==> config.mk <==
export PLATFORM = sky130hd
export DESIGN_NAME = crank_decoder_top
export DESIGN_NICKNAME = d
export VERILOG_FILES = /design/src/common/crank_pkg.sv /design/src/common/crank_bus_pkg.sv /design/src/source/edge_capture.sv /design/src/crank_sync/period_checks.sv /design/src/crank_sync/sync_tracker.sv /design/src/source/crank_regs.sv /design/src/source/crank_decoder_top.sv
export VERILOG_INCLUDE_DIRS = /design/src /design/src/common
export SDC_FILE = /design/constraint.sdc
export NUM_CORES = 1
export LEC_CHECK = 0
export ABC_AREA = 1
export BUFFER_PORTS_ARGS = -buffer_cell sky130_fd_sc_hd__buf_4
export CAP_MARGIN = 20
export CORE_MARGIN = 4
export CORE_UTILIZATION = 49
export CTS_BUF_LIST = sky130_fd_sc_hd__clkbuf_16
export CTS_CLUSTER_DIAMETER = 200
export DETAILED_ROUTE_END_ITERATION = 8
export PLACE_DENSITY_LB_ADDON = 0.05
export SLEW_MARGIN = 20
export SYNTH_ARGS = -nofsm -noshare
export SYNTH_HDL_FRONTEND = slang
export SYNTH_SLANG_ARGS = --single-unit
==> constraint.sdc <==
create_clock -name clk -period 3.7 [get_ports clk]
set_input_delay 0.37 -clock clk [delete_from_list [all_inputs] [get_ports clk]]
set_output_delay 0.37 -clock clk [all_outputs]
set_load 0.005 [all_outputs]
==> src/common/crank_params.svh <==
`ifndef CRANK_PARAMS_SVH
`define CRANK_PARAMS_SVH

// Width of one period measured in clk cycles
`define CRANK_PERIOD_WIDTH 16

// Trigger wheel geometry
`define CRANK_TEETH   60
`define CRANK_MISSING 2

// Register word address
`define CRANK_ADDR_WIDTH 3

// Limit register values out of reset
`define CRANK_MIN_RESET 8
`define CRANK_MAX_RESET 16'hFFFF

`endif

==> src/common/crank_pkg.sv <==
`include "crank_params.svh"

package crank_pkg;

	// Clock cycles between two tooth edges
	typedef logic [`CRANK_PERIOD_WIDTH-1:0] period_t;

	typedef logic [$clog2(`CRANK_TEETH)-1:0] tooth_t; // Tooth index within a revolution

	typedef logic [15:0] rev_t; // Revolutions since sync

	typedef struct packed {
		logic    valid; // One cycle per detected edge
		period_t cap0;  // Newest period
		period_t cap1;
		period_t cap2;  // Oldest period
	} capture_t;

	typedef struct packed {
		logic valid;
		logic period_ok; // Inside the min and max window
		logic gap;       // Long period between two short ones
		logic stall;     // Wheel slower than twice the last period
	} check_t;

	// Gap seen once, then confirmed one revolution later
	typedef enum logic [1:0] {
		SEARCH = 2'd0,
		VERIFY = 2'd1,
		SYNCED = 2'd2
	} sync_state_t;

endpackage

==> src/common/crank_bus_pkg.sv <==
`include "crank_params.svh"

package crank_bus_pkg;

	typedef logic [`CRANK_ADDR_WIDTH-1:0] wb_addr_t; // Word address
	typedef logic [31:0]                  wb_data_t;

	typedef struct packed {
		logic     cyc;
		logic     stb;
		logic     we;
		wb_addr_t adr;
		wb_data_t dat;
	} wb_req_t;

	typedef struct packed {
		logic     ack;
		wb_data_t dat;
	} wb_rsp_t;

	typedef enum logic [`CRANK_ADDR_WIDTH-1:0] {
		CTRL   = 0, // Bit 0 enables the decoder
		MIN    = 1,
		MAX    = 2,
		STATUS = 3, // Read only
		REVS   = 4, // Read only
		LAST   = 5  // Newest captured period
	} reg_addr_t;

endpackage

==> src/source/edge_capture.sv <==
`timescale 1ns/100ps

module edge_capture (
	input  logic                clk,
	input  logic                rst,
	input  logic                enable,
	input  logic                tooth,
	output crank_pkg::capture_t cap,
	output crank_pkg::period_t  pcnt
);
	import crank_pkg::*;

	localparam period_t PERIOD_MAX = '1;

	logic [1:0] sync_q; // Two-flop synchronizer
	logic       last_q;
	logic       rise;

	assign rise = enable & sync_q[1] & ~last_q;

	always_ff @(posedge clk) begin
		if (rst) begin
			sync_q <= '0;
			last_q <= 1'b0;
		end else begin
			sync_q <= {sync_q[0], tooth};
			last_q <= sync_q[1];
		end
	end

	// Period counter and three-deep history
	always_ff @(posedge clk) begin
		if (rst) begin
			pcnt <= '0;
			cap  <= '0;
		end else begin
			cap.valid <= rise;
			if (rise) begin
				cap.cap2 <= cap.cap1;
				cap.cap1 <= cap.cap0;
				cap.cap0 <= pcnt;
				pcnt     <= period_t'(1); // Edge cycle counts as the first
			end else if (pcnt != PERIOD_MAX) begin
				pcnt <= pcnt + 1'b1; // Saturates when the wheel stops
			end
		end
	end

	// Synchronized edges are at least two cycles apart
	cap_valid_pulse: assert property (
		@(posedge clk) disable iff (rst)
		cap.valid |=> !cap.valid
	);

endmodule

==> src/crank_sync/period_checks.sv <==
`timescale 1ns/100ps

module period_checks (
	input  logic                clk,
	input  logic                rst,
	input  crank_pkg::capture_t cap,
	input  crank_pkg::period_t  pcnt,
	input  crank_pkg::period_t  min_period,
	input  crank_pkg::period_t  max_period,
	output crank_pkg::check_t   chk
);
	import crank_pkg::*;

	localparam int W = $bits(period_t);

	period_t half_cap1;
	period_t double_cap0;
	logic    less_max;
	logic    more_min;
	logic    gap_found;
	logic    gap_run;

	assign half_cap1   = {1'b0, cap.cap1[W-1:1]};
	assign double_cap0 = {cap.cap0[W-2:0], 1'b0};

	// Fails only on two long periods in a row
	assign less_max = (cap.cap0 < max_period) || (cap.cap1 < max_period);

	assign more_min = (cap.cap0 > min_period) &&
	                  (cap.cap1 > min_period) &&
	                  (cap.cap2 > min_period);

	assign gap_found = (cap.cap0 < half_cap1) && (cap.cap2 < half_cap1);

	// Running count already past any gap
	assign gap_run = (double_cap0 < pcnt) || (pcnt == '1);

	always_ff @(posedge clk) begin
		if (rst) begin
			chk <= '0;
		end else begin
			chk.valid     <= cap.valid;
			chk.period_ok <= cap.valid & less_max & more_min;
			chk.gap       <= cap.valid & gap_found;
			chk.stall     <= gap_run; // Watched between edges
		end
	end

	// Results only appear on the cycle after a capture
	chk_on_capture: assert property (
		@(posedge clk) disable iff (rst)
		(chk.gap || chk.period_ok) |-> chk.valid && $past(cap.valid)
	);

endmodule

==> src/crank_sync/sync_tracker.sv <==
`timescale 1ns/100ps
`include "crank_params.svh"

module sync_tracker (
	input  logic                   clk,
	input  logic                   rst,
	input  logic                   enable,
	input  crank_pkg::check_t      chk,
	output crank_pkg::sync_state_t state,
	output crank_pkg::tooth_t      tooth,
	output crank_pkg::rev_t        revs
);
	import crank_pkg::*;

	// Last tooth before the missing ones
	localparam tooth_t LAST_TOOTH = tooth_t'(`CRANK_TEETH - `CRANK_MISSING - 1);

	// Tooth 0 ends the long period, tooth 1 is where the gap shows
	localparam tooth_t GAP_TOOTH = '0;

	logic gap_due;
	logic lose_sync;

	assign gap_due = (tooth == GAP_TOOTH);

	always_comb begin
		if (chk.valid) begin
			lose_sync = !chk.period_ok || (chk.gap != gap_due);
		end else begin
			lose_sync = chk.stall && (tooth != LAST_TOOTH); // Gap itself looks like a stall
		end
	end

	always_ff @(posedge clk) begin
		if (rst) begin
			state <= SEARCH;
			tooth <= '0;
			revs  <= '0;
		end else if (!enable) begin
			state <= SEARCH;
			tooth <= '0;
		end else begin
			case (state)
				SEARCH: begin
					if (chk.valid && chk.gap && chk.period_ok) begin
						state <= VERIFY;
						tooth <= tooth_t'(1);
					end
				end
				default: begin
					if (lose_sync) begin
						state <= SEARCH;
						tooth <= '0;
					end else if (chk.valid) begin
						if (chk.gap) begin // Confirmed one revolution on
							state <= SYNCED;
							revs  <= revs + 1'b1;
							tooth <= tooth_t'(1);
						end else if (tooth == LAST_TOOTH) begin
							tooth <= GAP_TOOTH;
						end else begin
							tooth <= tooth + 1'b1;
						end
					end
				end
			endcase
		end
	end

	// SYNCED is only ever reached through VERIFY
	synced_tooth_range: assert property (
		@(posedge clk) disable iff (rst)
		state == SYNCED |-> tooth <= LAST_TOOTH && $past(state) != SEARCH
	);

endmodule

==> src/source/crank_regs.sv <==
`timescale 1ns/100ps
`include "crank_params.svh"

module crank_regs (
	input  logic                   clk,
	input  logic                   rst,
	input  crank_bus_pkg::wb_req_t wb_req,
	output crank_bus_pkg::wb_rsp_t wb_rsp,
	output logic                   enable,
	output crank_pkg::period_t     min_period,
	output crank_pkg::period_t     max_period,
	input  crank_pkg::sync_state_t state,
	input  crank_pkg::tooth_t      tooth,
	input  crank_pkg::rev_t        revs,
	input  crank_pkg::period_t     last_period
);
	import crank_pkg::*;
	import crank_bus_pkg::*;

	logic     ack_q;
	logic     access;
	wb_data_t rdata;
	wb_data_t dat_q;

	assign access = wb_req.cyc & wb_req.stb & ~ack_q; // New request this cycle
	assign wb_rsp = '{ack: ack_q, dat: dat_q};

	always_comb begin
		rdata = '0; // Unused addresses read zero
		case (reg_addr_t'(wb_req.adr))
			CTRL:   rdata[0] = enable;
			MIN:    rdata = wb_data_t'(min_period);
			MAX:    rdata = wb_data_t'(max_period);
			STATUS: begin
				rdata[1:0]  = state;
				rdata[13:8] = tooth;
			end
			REVS:   rdata = wb_data_t'(revs);
			LAST:   rdata = wb_data_t'(last_period);
			default: ;
		endcase
	end

	always_ff @(posedge clk) begin
		if (rst) begin
			ack_q      <= 1'b0;
			enable     <= 1'b0;
			min_period <= period_t'(`CRANK_MIN_RESET);
			max_period <= period_t'(`CRANK_MAX_RESET);
		end else begin
			ack_q <= access;
			if (access && wb_req.we) begin
				case (reg_addr_t'(wb_req.adr))
					CTRL:    enable <= wb_req.dat[0];
					MIN:     min_period <= period_t'(wb_req.dat);
					MAX:     max_period <= period_t'(wb_req.dat);
					default: ;
				endcase
			end
		end
	end

	always_ff @(posedge clk) begin
		if (access) begin
			dat_q <= rdata;
		end
	end

	// One ack per request and never two in a row
	single_ack: assert property (
		@(posedge clk) disable iff (rst)
		ack_q |-> $past(wb_req.cyc && wb_req.stb) ##1 !ack_q
	);

endmodule

==> src/source/crank_decoder_top.sv <==
`timescale 1ns/100ps

module crank_decoder_top (
	input  logic                   clk,
	input  logic                   rst,
	input  logic                   tooth,
	input  crank_bus_pkg::wb_req_t wb_req,
	output crank_bus_pkg::wb_rsp_t wb_rsp
);
	import crank_pkg::*;

	capture_t    cap;
	period_t     pcnt;
	period_t     min_period;
	period_t     max_period;
	check_t      chk;
	sync_state_t state;
	tooth_t      tooth_idx; // Position on the wheel
	rev_t        revs;
	logic        enable;

	edge_capture edge_capture_i (
		.clk    (clk),
		.rst    (rst),
		.enable (enable),
		.tooth  (tooth),
		.cap    (cap),
		.pcnt   (pcnt)
	);

	period_checks period_checks_i (
		.clk        (clk),
		.rst        (rst),
		.cap        (cap),
		.pcnt       (pcnt),
		.min_period (min_period),
		.max_period (max_period),
		.chk        (chk)
	);

	sync_tracker sync_tracker_i (
		.clk    (clk),
		.rst    (rst),
		.enable (enable),
		.chk    (chk),
		.state  (state),
		.tooth  (tooth_idx),
		.revs   (revs)
	);

	crank_regs crank_regs_i (
		.clk         (clk),
		.rst         (rst),
		.wb_req      (wb_req),
		.wb_rsp      (wb_rsp),
		.enable      (enable),
		.min_period  (min_period),
		.max_period  (max_period),
		.state       (state),
		.tooth       (tooth_idx),
		.revs        (revs),
		.last_period (cap.cap0)
	);

endmodule

* Word-level counts from Yosys, hierarchy flattened
Cells that the tools add are included.
** Storage, ports and cells
- Register bits :: 162
- Input port bits :: 41
- Output and inout port bits :: 33
- Logic and storage cells :: 98
** Cells by class
- $add $sub $neg :: 3
- Order comparisons :: 8
- Equality and inequality tests :: 11
- Mux-type cells :: 19
- Bitwise gates (word level) :: 12
- Reductions and logical operators :: 25
** Operator list (number)
- 16-bit greater-than comparator :: 3
- 16-bit less-than comparator :: 3
- 6-bit two-way mux :: 6
- 16-bit by 1-bit adder with 16-bit output (second input constant) :: 2
- 16-bit by 15-bit less-than comparator with 1-bit output :: 2
- 6-bit case mux with 5 select lines :: 1
- 6-bit case mux with 4 select lines :: 1
- 16-bit == test (second input constant) :: 1
- 16-bit != test (second input constant) :: 1
- 2-bit two-way mux :: 5
- 2-bit case mux with 4 select lines :: 1
- 2-bit AND reduction :: 4
- 1-bit AND :: 7
- 1-bit logical AND :: 7
- 6-bit by 1-bit adder with 6-bit output (second input constant) :: 1
- 3-bit by 2-bit == test with 1-bit output (second input constant) :: 2
- 3-bit == test (second input constant) :: 2
- 6-bit == test (second input constant) :: 1
- 6-bit logical NOT :: 1
- 6-bit != test (second input constant) :: 1
- 1-bit case mux with 6 select lines :: 1
- 3-bit nonzero test :: 2
- 1-bit NOT :: 5
- 1-bit case mux with 5 select lines :: 1
- other kinds (12) :: 17

* Longest topological paths before layout
Gate-level depths: netlist (run 1).
- Word-level depth :: 6
- Mapped depth :: 13
- Mapped depth without buffers :: 13

* By module
Synthesis (run 1) repeated with hierarchy kept, for this count alone.
** Unflattened totals
- Cells, all modules :: 1367
- Area total of the unflattened synthesis :: 9853.2 µm²
** Modules (own cells, without submodules)
- period_checks :: times used 1, cells each 474, area each 3105.5 µm², sequential area each 80.1 µm²
- crank_regs :: times used 1, cells each 348, area each 2613.8 µm², sequential area each 1161.1 µm²
- edge_capture :: times used 1, cells each 317, area each 2590.0 µm², sequential area each 1361.3 µm²
- sync_tracker :: times used 1, cells each 228, area each 1544.0 µm², sequential area each 480.5 µm²

* Worst setup path after synthesis (run 1)
No wires, ideal clock.
- Path type :: input -> register
- Start point :: input port wb_req[36] in the netlist's numbering
- End point :: register crank_regs_i.min_period[11]
- Arrival :: 2.550 ns
- Required time :: 3.581 ns
- Slack :: 1.031 ns
- Stages :: 8
- Cell sequence :: inv_1 -> nor3_1 -> nand2_1 -> nor2_4 -> inv_2 -> buf_2 -> o21ai_1 -> a21oi_2
** On the way
- Longest elaborated chain between the ends :: 4
** RTL lines
- start, declared :: RTL line crank_decoder_top.sv:7 : input crank_bus_pkg::wb_req_t wb_req,
- 1-bit AND (2 in series) :: RTL line crank_regs.sv:25 : assign access = wb_req.cyc & wb_req.stb & ~ack_q;
- net crank_regs_i.access :: RTL line crank_regs.sv:21 : logic access;
- 1-bit logical AND :: RTL line crank_regs.sv:52 : if (access && wb_req.we) begin
- 2-bit AND reduction (no line)
- end signal, assigned :: RTL line crank_regs.sv:48 : min_period <= period_t'(`CRANK_MIN_RESET);
- end signal, assigned :: RTL line crank_regs.sv:55 : MIN: min_period <= period_t'(wb_req.dat);
- end, declared :: RTL line crank_regs.sv:10 : output crank_pkg::period_t min_period,
The timed path passes the listed nets, and every way through them passes these cells.
A chain may end at the register's enable or synchronous reset.

* Worst setup path after layout (run 1)
- Start point :: register sync_tracker_i.tooth[0]
- End point :: register sync_tracker_i.revs[14]
** On the way
- Longest elaborated chain between the ends :: 6
- Elaborated cells between the ends (all ways) :: 8
- Those cells by class :: 2 x eq/ne; 1 x mux; 1 x bitwise; 4 x reduce/logical
** RTL lines
- start, declared :: RTL line sync_tracker.sv:10 : output crank_pkg::tooth_t tooth,
- start signal, assigned :: RTL line sync_tracker.sv:47 : tooth <= tooth_t'(1);
- start signal, assigned :: RTL line sync_tracker.sv:58 : tooth <= tooth_t'(1);
- start signal, assigned :: RTL line sync_tracker.sv:62 : tooth <= tooth + 1'b1;
- 6-bit logical NOT :: RTL line sync_tracker.sv:24 : assign gap_due = (tooth == GAP_TOOTH);
- 1-bit != test :: RTL line sync_tracker.sv:28 : lose_sync = !chk.period_ok || (chk.gap != gap_due);
- 1-bit logical OR :: RTL line sync_tracker.sv:28
- 1-bit two-way mux (*) :: RTL line sync_tracker.sv:27 : if (chk.valid) begin
- 1-bit NOT (no line) (*)
- 5-bit AND reduction (no line) (*)
- end signal, assigned :: RTL line sync_tracker.sv:57 : revs <= revs + 1'b1;
- end, declared :: RTL line sync_tracker.sv:11 : output crank_pkg::rev_t revs
Mark *: on every way between the ends. The rest lies on a longest branch, timed or not.

==> flow_summary_export.csv, run 1 <==
group,metric,value,unit
sta,slew_headroom,45.6,%
power_and_ir_drop,power.share.switching,23.3,%
clocking,cts.repair.resized,0,
clocking,post-cts-setup-buffers,0,
critical_path,crit_type,"register to register",
die,start_util,49.8,%
synth,ys_async_sr_fraction,0,%
critical_path,arrival,2.56,ns
critical_path,endpoint_kind,"register",
critical_path,ff2ff_setup_slack,1.44,ns
drt,vias,7795,
global_route,grt_pass1_wl,38.7,mm
drt,routed_via_density,5.42,
finish,antennaDiodeCount,0,
critical_path,r2r_start,"sync_tracker_i.tooth[0]",
place,numPortBuffers,41,
finish,drive_gt1_share,9.18,%
place,preCtsSetupSlack,1.48,ns
clocking,cts.clk_slew.worst_paths,0.07,ns
synth,synthesis.area,8950,um^2
critical_path,worstSetupStartpointType,"register",
synth,synth_seq_cells,146,
sta,tightest_slew,0.815,ns
power_and_ir_drop,p_switching,831,uW
outcome,status,"finished, final reports clean",
power_and_ir_drop,p_int,2730,uW
synth,synth.distinct_cells,42,
finish,final_util,55.6,%
clocking,cts_buffers,17,
power_and_ir_drop,comb_power_share,4.9,%
die,row_count,49,
power_and_ir_drop,powerDensity,357,nW/um^2
critical_path,reg2regPathDepth,10,
drt,wire_per_inst,16.8,um
synth,synth_ff_type,"dfxtp_1",
global_route,grt.total_usage,24.1,%
die,die_width,143,um
critical_path,worstSetupEndpoint,"sync_tracker_i.revs[14]",
sta,post-route-min-period,2.26,ns
global_route,grt_start_max_net_pins,49,
clocking,cts_root_buf,"clkbuf_16",
synth,ys_warn_count,0,
die,pin_count,74,
critical_path,max_stage_delay,0.53,ns
place,gp_congestion,0.905,
critical_path,worstPathCellList,"inv_1, ha_1, inv_1, nor2_1, nand4_1, nand3_1, nand2_2, nand4_1, nand2_1, a21oi_1",
die,core-area,18000,um^2
power_and_ir_drop,peakVddDrop,308,uV
critical_path,r2r-end,"sync_tracker_i.revs[14]",
finish,area_delta_synth_final,11.5,%
drt,drc_errors,0,
synth,ys_seq_area_share,34.5,%
synth,synth_area_per_cell,7.71,um^2
critical_path,cpMaxStageDelayCell,"dfxtp_1",
global_route,globalRouteOverflowTotal,0,
critical_path,startpoint,"sync_tracker_i.tooth[0]",
clocking,clk_latency,0.43,ns
finish,final_area,9980,um^2
die,die-area,20500,um^2
place,place_hpwl,18.4,mm
sta,grt_setup_unrepaired,"no",
synth,synth-edff-count,16,
finish,nets,1363,
synth,netlist_instances,1161,
drt,drt-initial-drc-count,523,
clocking,cts_tree,"done",
hold_path,hold_path_class,"primary input to register",
clocking,htreeDepth,4,
critical_path,crit_required,4.00,ns
sta,fmax,443,MHz
place,post_dp_cell_area,9390,um^2
sta,slew_viol_final,0,
global_route,antenna_found_initial,0,
drt,antenna_left,0,
global_route,first_global_vias,7111,
power_and_ir_drop,power.total,3560,uW
run,cap_violations,0,
sta,timing.final.crit_share,61.0,%
sta,skew,0.00940,ns
sta,report.final.hold_viol_count,0,
die,die_y,143,um
critical_path,crit_fanout,13,
sta,setup_ws,1.44,ns
drt,wirelength,24.1,mm
drt,firstDrtPassIters,5,
clocking,cts_hold_buf,0,
clocking,clockBufferDepth,2,
sta,tns,0,ns
power_and_ir_drop,power_frac_seq,45.6,%
clocking,cts_sinks,146,
sta,setup_viol,0,
power_and_ir_drop,leakage,0.00448,uW
power_and_ir_drop,p_clk_share,49.5,%
-- metrics by stage --
stage / cells / hold slack (ns)
after global placement: 1406 / 0.392
after global routing: 1438 / 0.142
after detailed placement: 1406 / 0.405
final: 1438 / 0.135
after floorplan: 1176 / 0.388
after CTS: 1438 / 0.127
-- logic make-up after synthesis --
logic type	share of synthesized area, %
buffers and inverters	10.1
AOI/OAI and AO/OA	18.7
adders and majority gates	17.6
xor gates and xnor gates	1.08
and+or+nand+nor	18.0
other	0.0419
DFF	34.5
-- state kept, by name (all words and copies together), names as in the netlist, 4 cells and up --
signal and count:
crank_regs_i.dat_q 16, sync_tracker_i.tooth 6, period_checks_i.chk 4, edge_capture_i.cap 49
sync_tracker_i.revs 16, edge_capture_i.pcnt 16, crank_regs_i.max_period 16, crank_regs_i.min_period 16
-- worst min path at each step --
stage                                  start                        to  depth (start not counted)
floorplan           edge_capture_i.sync_q[0]  edge_capture_i.sync_q[1]                          2
global placement    edge_capture_i.sync_q[0]  edge_capture_i.sync_q[1]                          2
detailed placement  edge_capture_i.sync_q[0]  edge_capture_i.sync_q[1]                          2
CTS                                    tooth  edge_capture_i.sync_q[0]                          3
global route                           tooth  edge_capture_i.sync_q[0]                          3
finish                                 tooth  edge_capture_i.sync_q[0]                          3
-- metal layers --
| layer | global-route usage [%] | routed length (um) | vias up |
|---|---|---|---|
| li1 | - | - | 4018 |
| met5 | 0 | 0 | - |
| met2 | 36.5 | 10400 | 224 |
| met3 | 4.52 | 1350 | 37 |
| met1 | 34.6 | 11800 | 3516 |
| met4 | 8.00 | 646 | 0 |
-- cells in the mapped netlist (all sizes together) (2+ instances only) --
cell type	count	share of area (%)
o21ai	89	5.0
o211ai	2	0.17
clkbuf	12	0.50
a221o	5	0.56
inv	169	7.1
nand2	182	7.7
a221oi	2	0.20
nand4	32	2.2
o221ai	6	0.59
o21a	5	0.42
nand3	49	2.7
ha	126	18
o22ai	48	3.4
nor3	17	1.3
nor2	79	3.5
dfxtp	130	29
nand3b	3	0.25
a31oi	4	0.28
xor2	11	1.1
nor4	3	0.21
buf	34	2.5
o21bai	3	0.25
edfxtp	16	5.4
a21oi	128	7.6
-- cell usage in the layout, fill, tap and decap left out, types with 32 or more instances in the layout --
master,synthesis,final
o22ai_1,48,48
dfxtp_1,130,130
ha_1,126,126
o21ai_0,74,74
a21oi_1,117,117
nor2_1,76,75
inv_1,157,159
nand4_1,32,32
buf_4,17,47
nand2_1,179,179
nand3_1,49,49
-- worst max-delay path, delay by kind of cell (launching register included) --
kind / cells / cell delay (ns)
adder cells (fa/ha/maj): 1 / 0.20
buffers and inverters: 2 / 0.16
flip-flops: 1 / 0.53
AND/OR/NAND/NOR: 6 / 1.14
AO/OA/AOI/OAI: 1 / 0.08
-- cell type report --
class	instances	area, um^2
Clock inverter	15	169
Sequential cell	146	3080
Clock buffer	17	425
Tap cell	229	287
Multi-Input combinational cell	814	5020
Inverter	170	641
Timing Repair Buffer	47	353
Fill cell	1737	7980
-- power groups by stage --
stage	combinational, uW	sequential (uW)	clock [uW]
after global placement	171	1660	0
after floorplan	109	1660	0
after CTS	172	1630	1780
final	174	1630	1760
after global routing	193	1630	1850
after detailed placement	171	1660	0
(Power assumes the default switching activity.)
==> run 2: changes to the inputs <==
--- a/config.mk
+++ b/config.mk
@@ -6,7 +6,7 @@
 export SDC_FILE = /design/constraint.sdc
 export NUM_CORES = 1
 export LEC_CHECK = 0
-export ABC_AREA = 1
+export ABC_AREA = 0
 export BUFFER_PORTS_ARGS = -buffer_cell sky130_fd_sc_hd__buf_4
 export CAP_MARGIN = 20
 export CORE_MARGIN = 4
==> constraint.sdc (replaced) <==
create_clock -name clk -period 2.11 [get_ports clk]
set_input_delay 0.211 -clock clk [delete_from_list [all_inputs] [get_ports clk]]
set_output_delay 0.211 -clock clk [all_outputs]
set_load 0.005 [all_outputs]
==> flow_summary_export.csv, run 2 <==
group,metric,value,unit
critical_path,path_delay_family,"simple AND/OR/NAND/NOR gates",
critical_path,crit_type,"register to register",
synth,synth.top_cells.by_count,"nand2_1, dfxtp_1, ha_1",
finish,fin_cells,1374,
critical_path,ff2ff_setup_slack,0.05,ns
critical_path,endpoint_kind,"register",
critical_path,r2r_start,"sync_tracker_i.tooth[1]",
critical_path,worstPathCellList,"inv_2, ha_4, or4b_4, nor4_4, buf_6, nand4_4, nor4_4, xnor2_1, nor2_1",
drt,drc_errors,0,
power_and_ir_drop,power.share.switching,23.4,%
synth,yosysTopAreaCellShare,29.0,%
power_and_ir_drop,peakVddDrop,542,uV
drt,routed_via_density,5.57,
critical_path,startpoint,"sync_tracker_i.tooth[1]",
power_and_ir_drop,p_clk_share,49.6,%
synth,synth.area.top_cells,"dfxtp_1, ha_1, a21oi_1",
die,die_width,143,um
synth,synth_area_per_cell,8.46,um^2
power_and_ir_drop,p_switching,1480,uW
sta,grt_setup_unrepaired,"yes",
synth,synth-edff-count,16,
sta,fmax,485,MHz
synth,synthesis.area,8980,um^2
synth,yosysMostFrequentCell,"nand2_1",
critical_path,crit_required,2.42,ns
die,pin_count,74,
drt,wirelength,24.2,mm
synth,ys_async_sr_fraction,0,%
place,numPortBuffers,41,
critical_path,cp_num_cells,9,
die,start_util,49.8,%
clocking,htreeDepth,4,
power_and_ir_drop,powerDensity,603,nW/um^2
finish,n_fill_cell,1686,
clocking,cts_root_buf,"clkbuf_16",
global_route,antenna_found_initial,0,
outcome,status,"finished, final reports clean",
die,die-area,20600,um^2
sta,skew,0.00995,ns
synth,synth_seq_cells,146,
synth,ys_warn_count,0,
synth,netlist_instances,1062,
sta,slew_viol_final,0,
finish,final_common_cell,"nand2_1",
critical_path,cp_common_cell,"nor4_4",
drt,firstDrtPassIters,6,
run,cap_violations,0,
critical_path,reg2regPathDepth,9,
critical_path,arrival,2.37,ns
critical_path,worstSetupStartpointType,"register",
clocking,cts_sinks,146,
finish,nets,1299,
sta,timing.final.crit_share,97.6,%
finish,antennaDiodeCount,0,
power_and_ir_drop,comb_power_share,5.4,%
die,row_count,49,
clocking,cts_buffers,17,
critical_path,max_stage_delay,0.50,ns
clocking,cts.clk_slew.worst_paths,0.07,ns
critical_path,r2r-end,"sync_tracker_i.revs[15]",
global_route,first_global_vias,7263,
clocking,clockBufferDepth,2,
synth,ys_seq_area_share,34.3,%
critical_path,worstSetupEndpoint,"sync_tracker_i.revs[15]",
critical_path,cpMaxStageDelayCell,"or4b_4",
finish,drive_gt1_share,12.9,%
clocking,clk_latency,0.43,ns
global_route,grt_start_max_net_pins,62,
global_route,grt.total_usage,24.3,%
place,place_hpwl,18.5,mm
global_route,globalRouteOverflowTotal,0,
synth,synth_ff_type,"dfxtp_1",
drt,drt-initial-drc-count,602,
finish,area_delta_synth_final,16.9,%
hold_path,hold_path_class,"primary input to register",
sta,setup_ws,0.0500,ns
drt,wire_per_inst,17.6,um
finish,top_register,"edge_capture_i.cap",
global_route,grt_pass1_wl,39.3,mm
power_and_ir_drop,p_int,4850,uW
power_and_ir_drop,power_frac_seq,45.1,%
finish,largest_register_ffs,49,
synth,synth.distinct_cells,60,
power_and_ir_drop,leakage,0.00463,uW
finish,layout_common_cells,"nand2_1, dfxtp_1, ha_1",
drt,antenna_left,0,
critical_path,crit_fanout,6,
sta,setup_viol,0,
die,core-area,18000,um^2
place,gp_congestion,0.866,
place,placedCellCount,1334,
drt,vias,7651,
sta,post-route-min-period,2.06,ns
sta,report.final.hold_viol_count,0,
place,preCtsSetupSlack,0.00994,ns
synth,synth_largest_area_cell,"dfxtp_1",
clocking,cts_tree,"done",
critical_path,path_buf_inv,2,
die,die_y,143,um
run 2: area by class of cell:
cell class	instances	area, um^2	share of cell area, %
Multi-Input combinational cell	796	5470	52.0
Sequential cell	146	3090	29.4
Timing Repair Buffer	96	782	7.44
Clock buffer	17	425	4.05
Tap cell	229	287	2.73
Inverter	75	282	2.68
Clock inverter	15	178	1.69
run 2: worst min path at each step:
stage / cells past startpoint / startpoint / end
CTS: 2 / wb_req[5] / crank_regs_i.max_period[5]
floorplan: 1 / wb_req[10] / crank_regs_i.max_period[10]
global placement: 2 / wb_req[2] / crank_regs_i.max_period[2]
global route: 2 / wb_req[12] / crank_regs_i.max_period[12]
finish: 2 / tooth / edge_capture_i.sync_q[0]
detailed placement: 2 / wb_req[2] / crank_regs_i.max_period[2]
run 2: logic make-up (layout without fill, tap and decap cells):
kind of cell / Yosys count / after routing / share of synthesized area [%]
simple gates: 352 / 352 / 18.6
xor+xnor: 20 / 20 / 1.95
other cells: 1 / 16 / 0.0417
mux: 36 / 36 / 4.18
buf+inv: 135 / 203 / 6.45
compound gates: 246 / 246 / 17.0
fa+ha+maj: 126 / 126 / 17.5
flops: 146 / 146 / 34.3
run 2: what timing repair did:
| action | 4_1_cts | 5_1_grt |
|---|---|---|
| hold buffers | 8 | 0 |
| hold endpoints to repair | 8 | 0 |
| endpoints found under the setup margin | 1 | 14 |
| pin swaps | 0 | 4 |
| setup buffers | 0 | 1 |
| gates resized for setup | 1 | 16 |
run 2: per-stage QoR:
step	hold WS (ns)	setup TNS (ns)	utilization, %	total power, uW	cell area (um^2)
after global routing	0.00616	-0.0446	58.3	6530	10500
after detailed placement	0.430	0	54.1	3230	9750
final	0.00877	0	58.3	6330	10500
after floorplan	0.329	-0.326	-	3100	9050
after CTS	0.000911	0	57.9	6360	10400
after global placement	0.428	0	54.1	3230	9750
run 2: power by group through the flow:
stage	Sequential (uW)	Clock, uW	Combinational (uW)
2_1_floorplan	2910	0	192
3_3_place_gp	2910	0	313
3_5_place_dp	2910	0	315
4_1_cts	2850	3180	328
5_1_grt	2850	3310	374
6_report	2850	3140	341
run 2: routing by layer:
| layer | share of wire, % | global-route usage (%) | vias to the layer above |
|---|---|---|---|
| met5 | 0 | 0 | - |
| met4 | 1.2 | 5.70 | 0 |
| met3 | 4.9 | 3.56 | 22 |
| met2 | 44 | 36.9 | 184 |
| met1 | 50 | 36.3 | 3554 |
| li1 | - | - | 3891 |
==> run 3: changes to the inputs <==
==> constraint.sdc (replaced) <==
create_clock -name clk -period 2.11 [get_ports clk]
set_input_delay 0.422 -clock clk [delete_from_list [all_inputs] [get_ports clk]]
set_output_delay 0.422 -clock clk [all_outputs]
set_load 0.005 [all_outputs]
==> flow_summary_export.csv, run 3 (synthesized netlist as in run 2, its figures left out) <==
group,metric,value,unit
critical_path,worstPathCellList,"inv_2, ha_1, or4b_4, nor4_4, buf_6, nand2_2, or3_1, a21oi_2",
die,start_util,49.8,%
clocking,clockBufferDepth,2,
die,row_count,49,
outcome,status,"finished, final reports clean",
drt,firstDrtPassIters,5,
die,pin_count,74,
hold_path,hold_path_class,"primary input to register",
critical_path,crit_fanout,6,
die,die_width,143,um
critical_path,worstSetupStartpointType,"register",
clocking,htreeDepth,4,
clocking,cts_hold_buf,0,
place,place_hpwl,18.7,mm
sta,grt_setup_unrepaired,"yes",
hold_path,worstHoldStart,"wb_req[3]",
critical_path,arrival,2.41,ns
finish,area_delta_synth_final,17.4,%
drt,drt-initial-drc-count,629,
power_and_ir_drop,powerDensity,624,nW/um^2
global_route,grt_start_max_net_pins,52,
drt,wirelength,24.2,mm
drt,vias,7658,
global_route,first_global_vias,7195,
drt,wire_per_inst,17.6,um
die,die_y,143,um
place,numPortBuffers,41,
critical_path,cpMaxStageDelayCell,"or4b_4",
critical_path,r2r-end,"sync_tracker_i.revs[3]",
finish,n_fill_cell,1679,
finish,nets,1298,
clocking,cts_sinks,146,
hold_path,whs_endpoint,"crank_regs_i.max_period[3]",
drt,routed_via_density,5.58,
critical_path,endpoint_kind,"register",
critical_path,reg2regPathDepth,8,
die,core-area,18000,um^2
sta,timing.final.crit_share,97.4,%
global_route,grt_pass1_wl,38.9,mm
clocking,cts.clk_slew.worst_paths,0.07,ns
sta,report.final.hold_viol_count,0,
place,gp_congestion,0.867,
critical_path,crit_required,2.47,ns
sta,tightest_slew,0.603,ns
finish,top_register,"edge_capture_i.cap",
global_route,grt.total_usage,24.0,%
sta,slew_viol_final,0,
finish,layout_common_cells,"nand2_1, dfxtp_1, ha_1",
critical_path,r2r_start,"sync_tracker_i.tooth[1]",
critical_path,path_buf_inv,2,
clocking,cts_buffers,17,
finish,antennaDiodeCount,0,
sta,skew,0.00819,ns
drt,antenna_left,0,
critical_path,max_stage_delay,0.50,ns
global_route,antenna_found_initial,0,
hold_path,hold_depth,2,
critical_path,crit_type,"register to register",
sta,fmax,486,MHz
clocking,cts_tree,"done",
sta,tns,0,ns
finish,largest_register_ffs,49,
run,cap_violations,0,
sta,setup_viol,0,
power_and_ir_drop,peakVddDrop,564,uV
sta,post-route-min-period,2.06,ns
finish,final_util,58.5,%
finish,drive_gt1_share,13.5,%
power_and_ir_drop,leakage,0.00466,uW
clocking,clk_latency,0.43,ns
critical_path,path_delay_family,"simple AND/OR/NAND/NOR gates",
sta,slew_headroom,59.8,%
drt,drc_errors,0,
finish,final_common_cell,"nand2_1",
global_route,globalRouteOverflowTotal,0,
critical_path,ff2ff_setup_slack,0.05,ns
clocking,cts_root_buf,"clkbuf_16",
die,die-area,20600,um^2
[run 3: timing repair]
item	4_1_cts	5_1_grt
buffers inserted	2	0
hold endpoints to repair	0	0
endpoints found under the setup margin	5	13
resized for setup	4	14
pin swaps	3	3
[run 3: worst max path at each step]
| stage | to | slack, ns | cells past startpoint | startpoint |
|---|---|---|---|---|
| finish | sync_tracker_i.revs[3] | 0.05 | 8 | sync_tracker_i.tooth[1] |
| detailed placement | period_checks_i.chk[0] | -0.03 | 9 | edge_capture_i.pcnt[1] |
| global placement | period_checks_i.chk[0] | 0.02 | 9 | edge_capture_i.pcnt[1] |
| floorplan | sync_tracker_i.revs[15] | -0.08 | 8 | sync_tracker_i.tooth[0] |
| global route | sync_tracker_i.revs[3] | -0.03 | 8 | sync_tracker_i.tooth[0] |
| CTS | period_checks_i.chk[1] | 0.01 | 8 | edge_capture_i.cap[24] |
[run 3: layer usage]
layer	share of wire, %	up-vias	routed length (um)	track usage (%)
met5	0	-	0	0
met4	1.9	0	465	6.19
met3	4.1	30	1000	3.99
met2	43	152	10400	35.6
met1	51	3592	12300	36.3
li1	-	3884	-	-
[run 3: cell type report]
class / count / area, um^2 / share of cell area [%]
flip-flops and latches: 146 / 3090 / 29.3
clock buffers: 17 / 425 / 4.03
well taps: 229 / 287 / 2.72
repair buffers: 95 / 758 / 7.19
inverters: 75 / 282 / 2.67
clock inverters: 15 / 229 / 2.17
multi-input cells: 796 / 5480 / 52.0
[run 3: through the flow]
| stage | instance area (um^2) | setup WS, ns | total power [uW] | std cells | hold WS [ns] |
|---|---|---|---|---|---|
| detailed placement | 9790 | -0.0323 | 3240 | 1339 | 0.433 |
| global route | 10500 | -0.0336 | 6790 | 1373 | 0.207 |
| CTS | 10500 | 0.0108 | 6620 | 1373 | 0.197 |
| floorplan | 9050 | -0.0782 | 3110 | 1077 | 0.414 |
| global placement | 9790 | 0.0215 | 3230 | 1339 | 0.450 |
| finish | 10500 | 0.0542 | 6580 | 1373 | 0.205 |
[run 3: report_power, final]
part	switching [uW]	internal (uW)	total [uW]
combinational	195	139	334
sequential	17.1	2840	2850
clock	1270	2120	3390
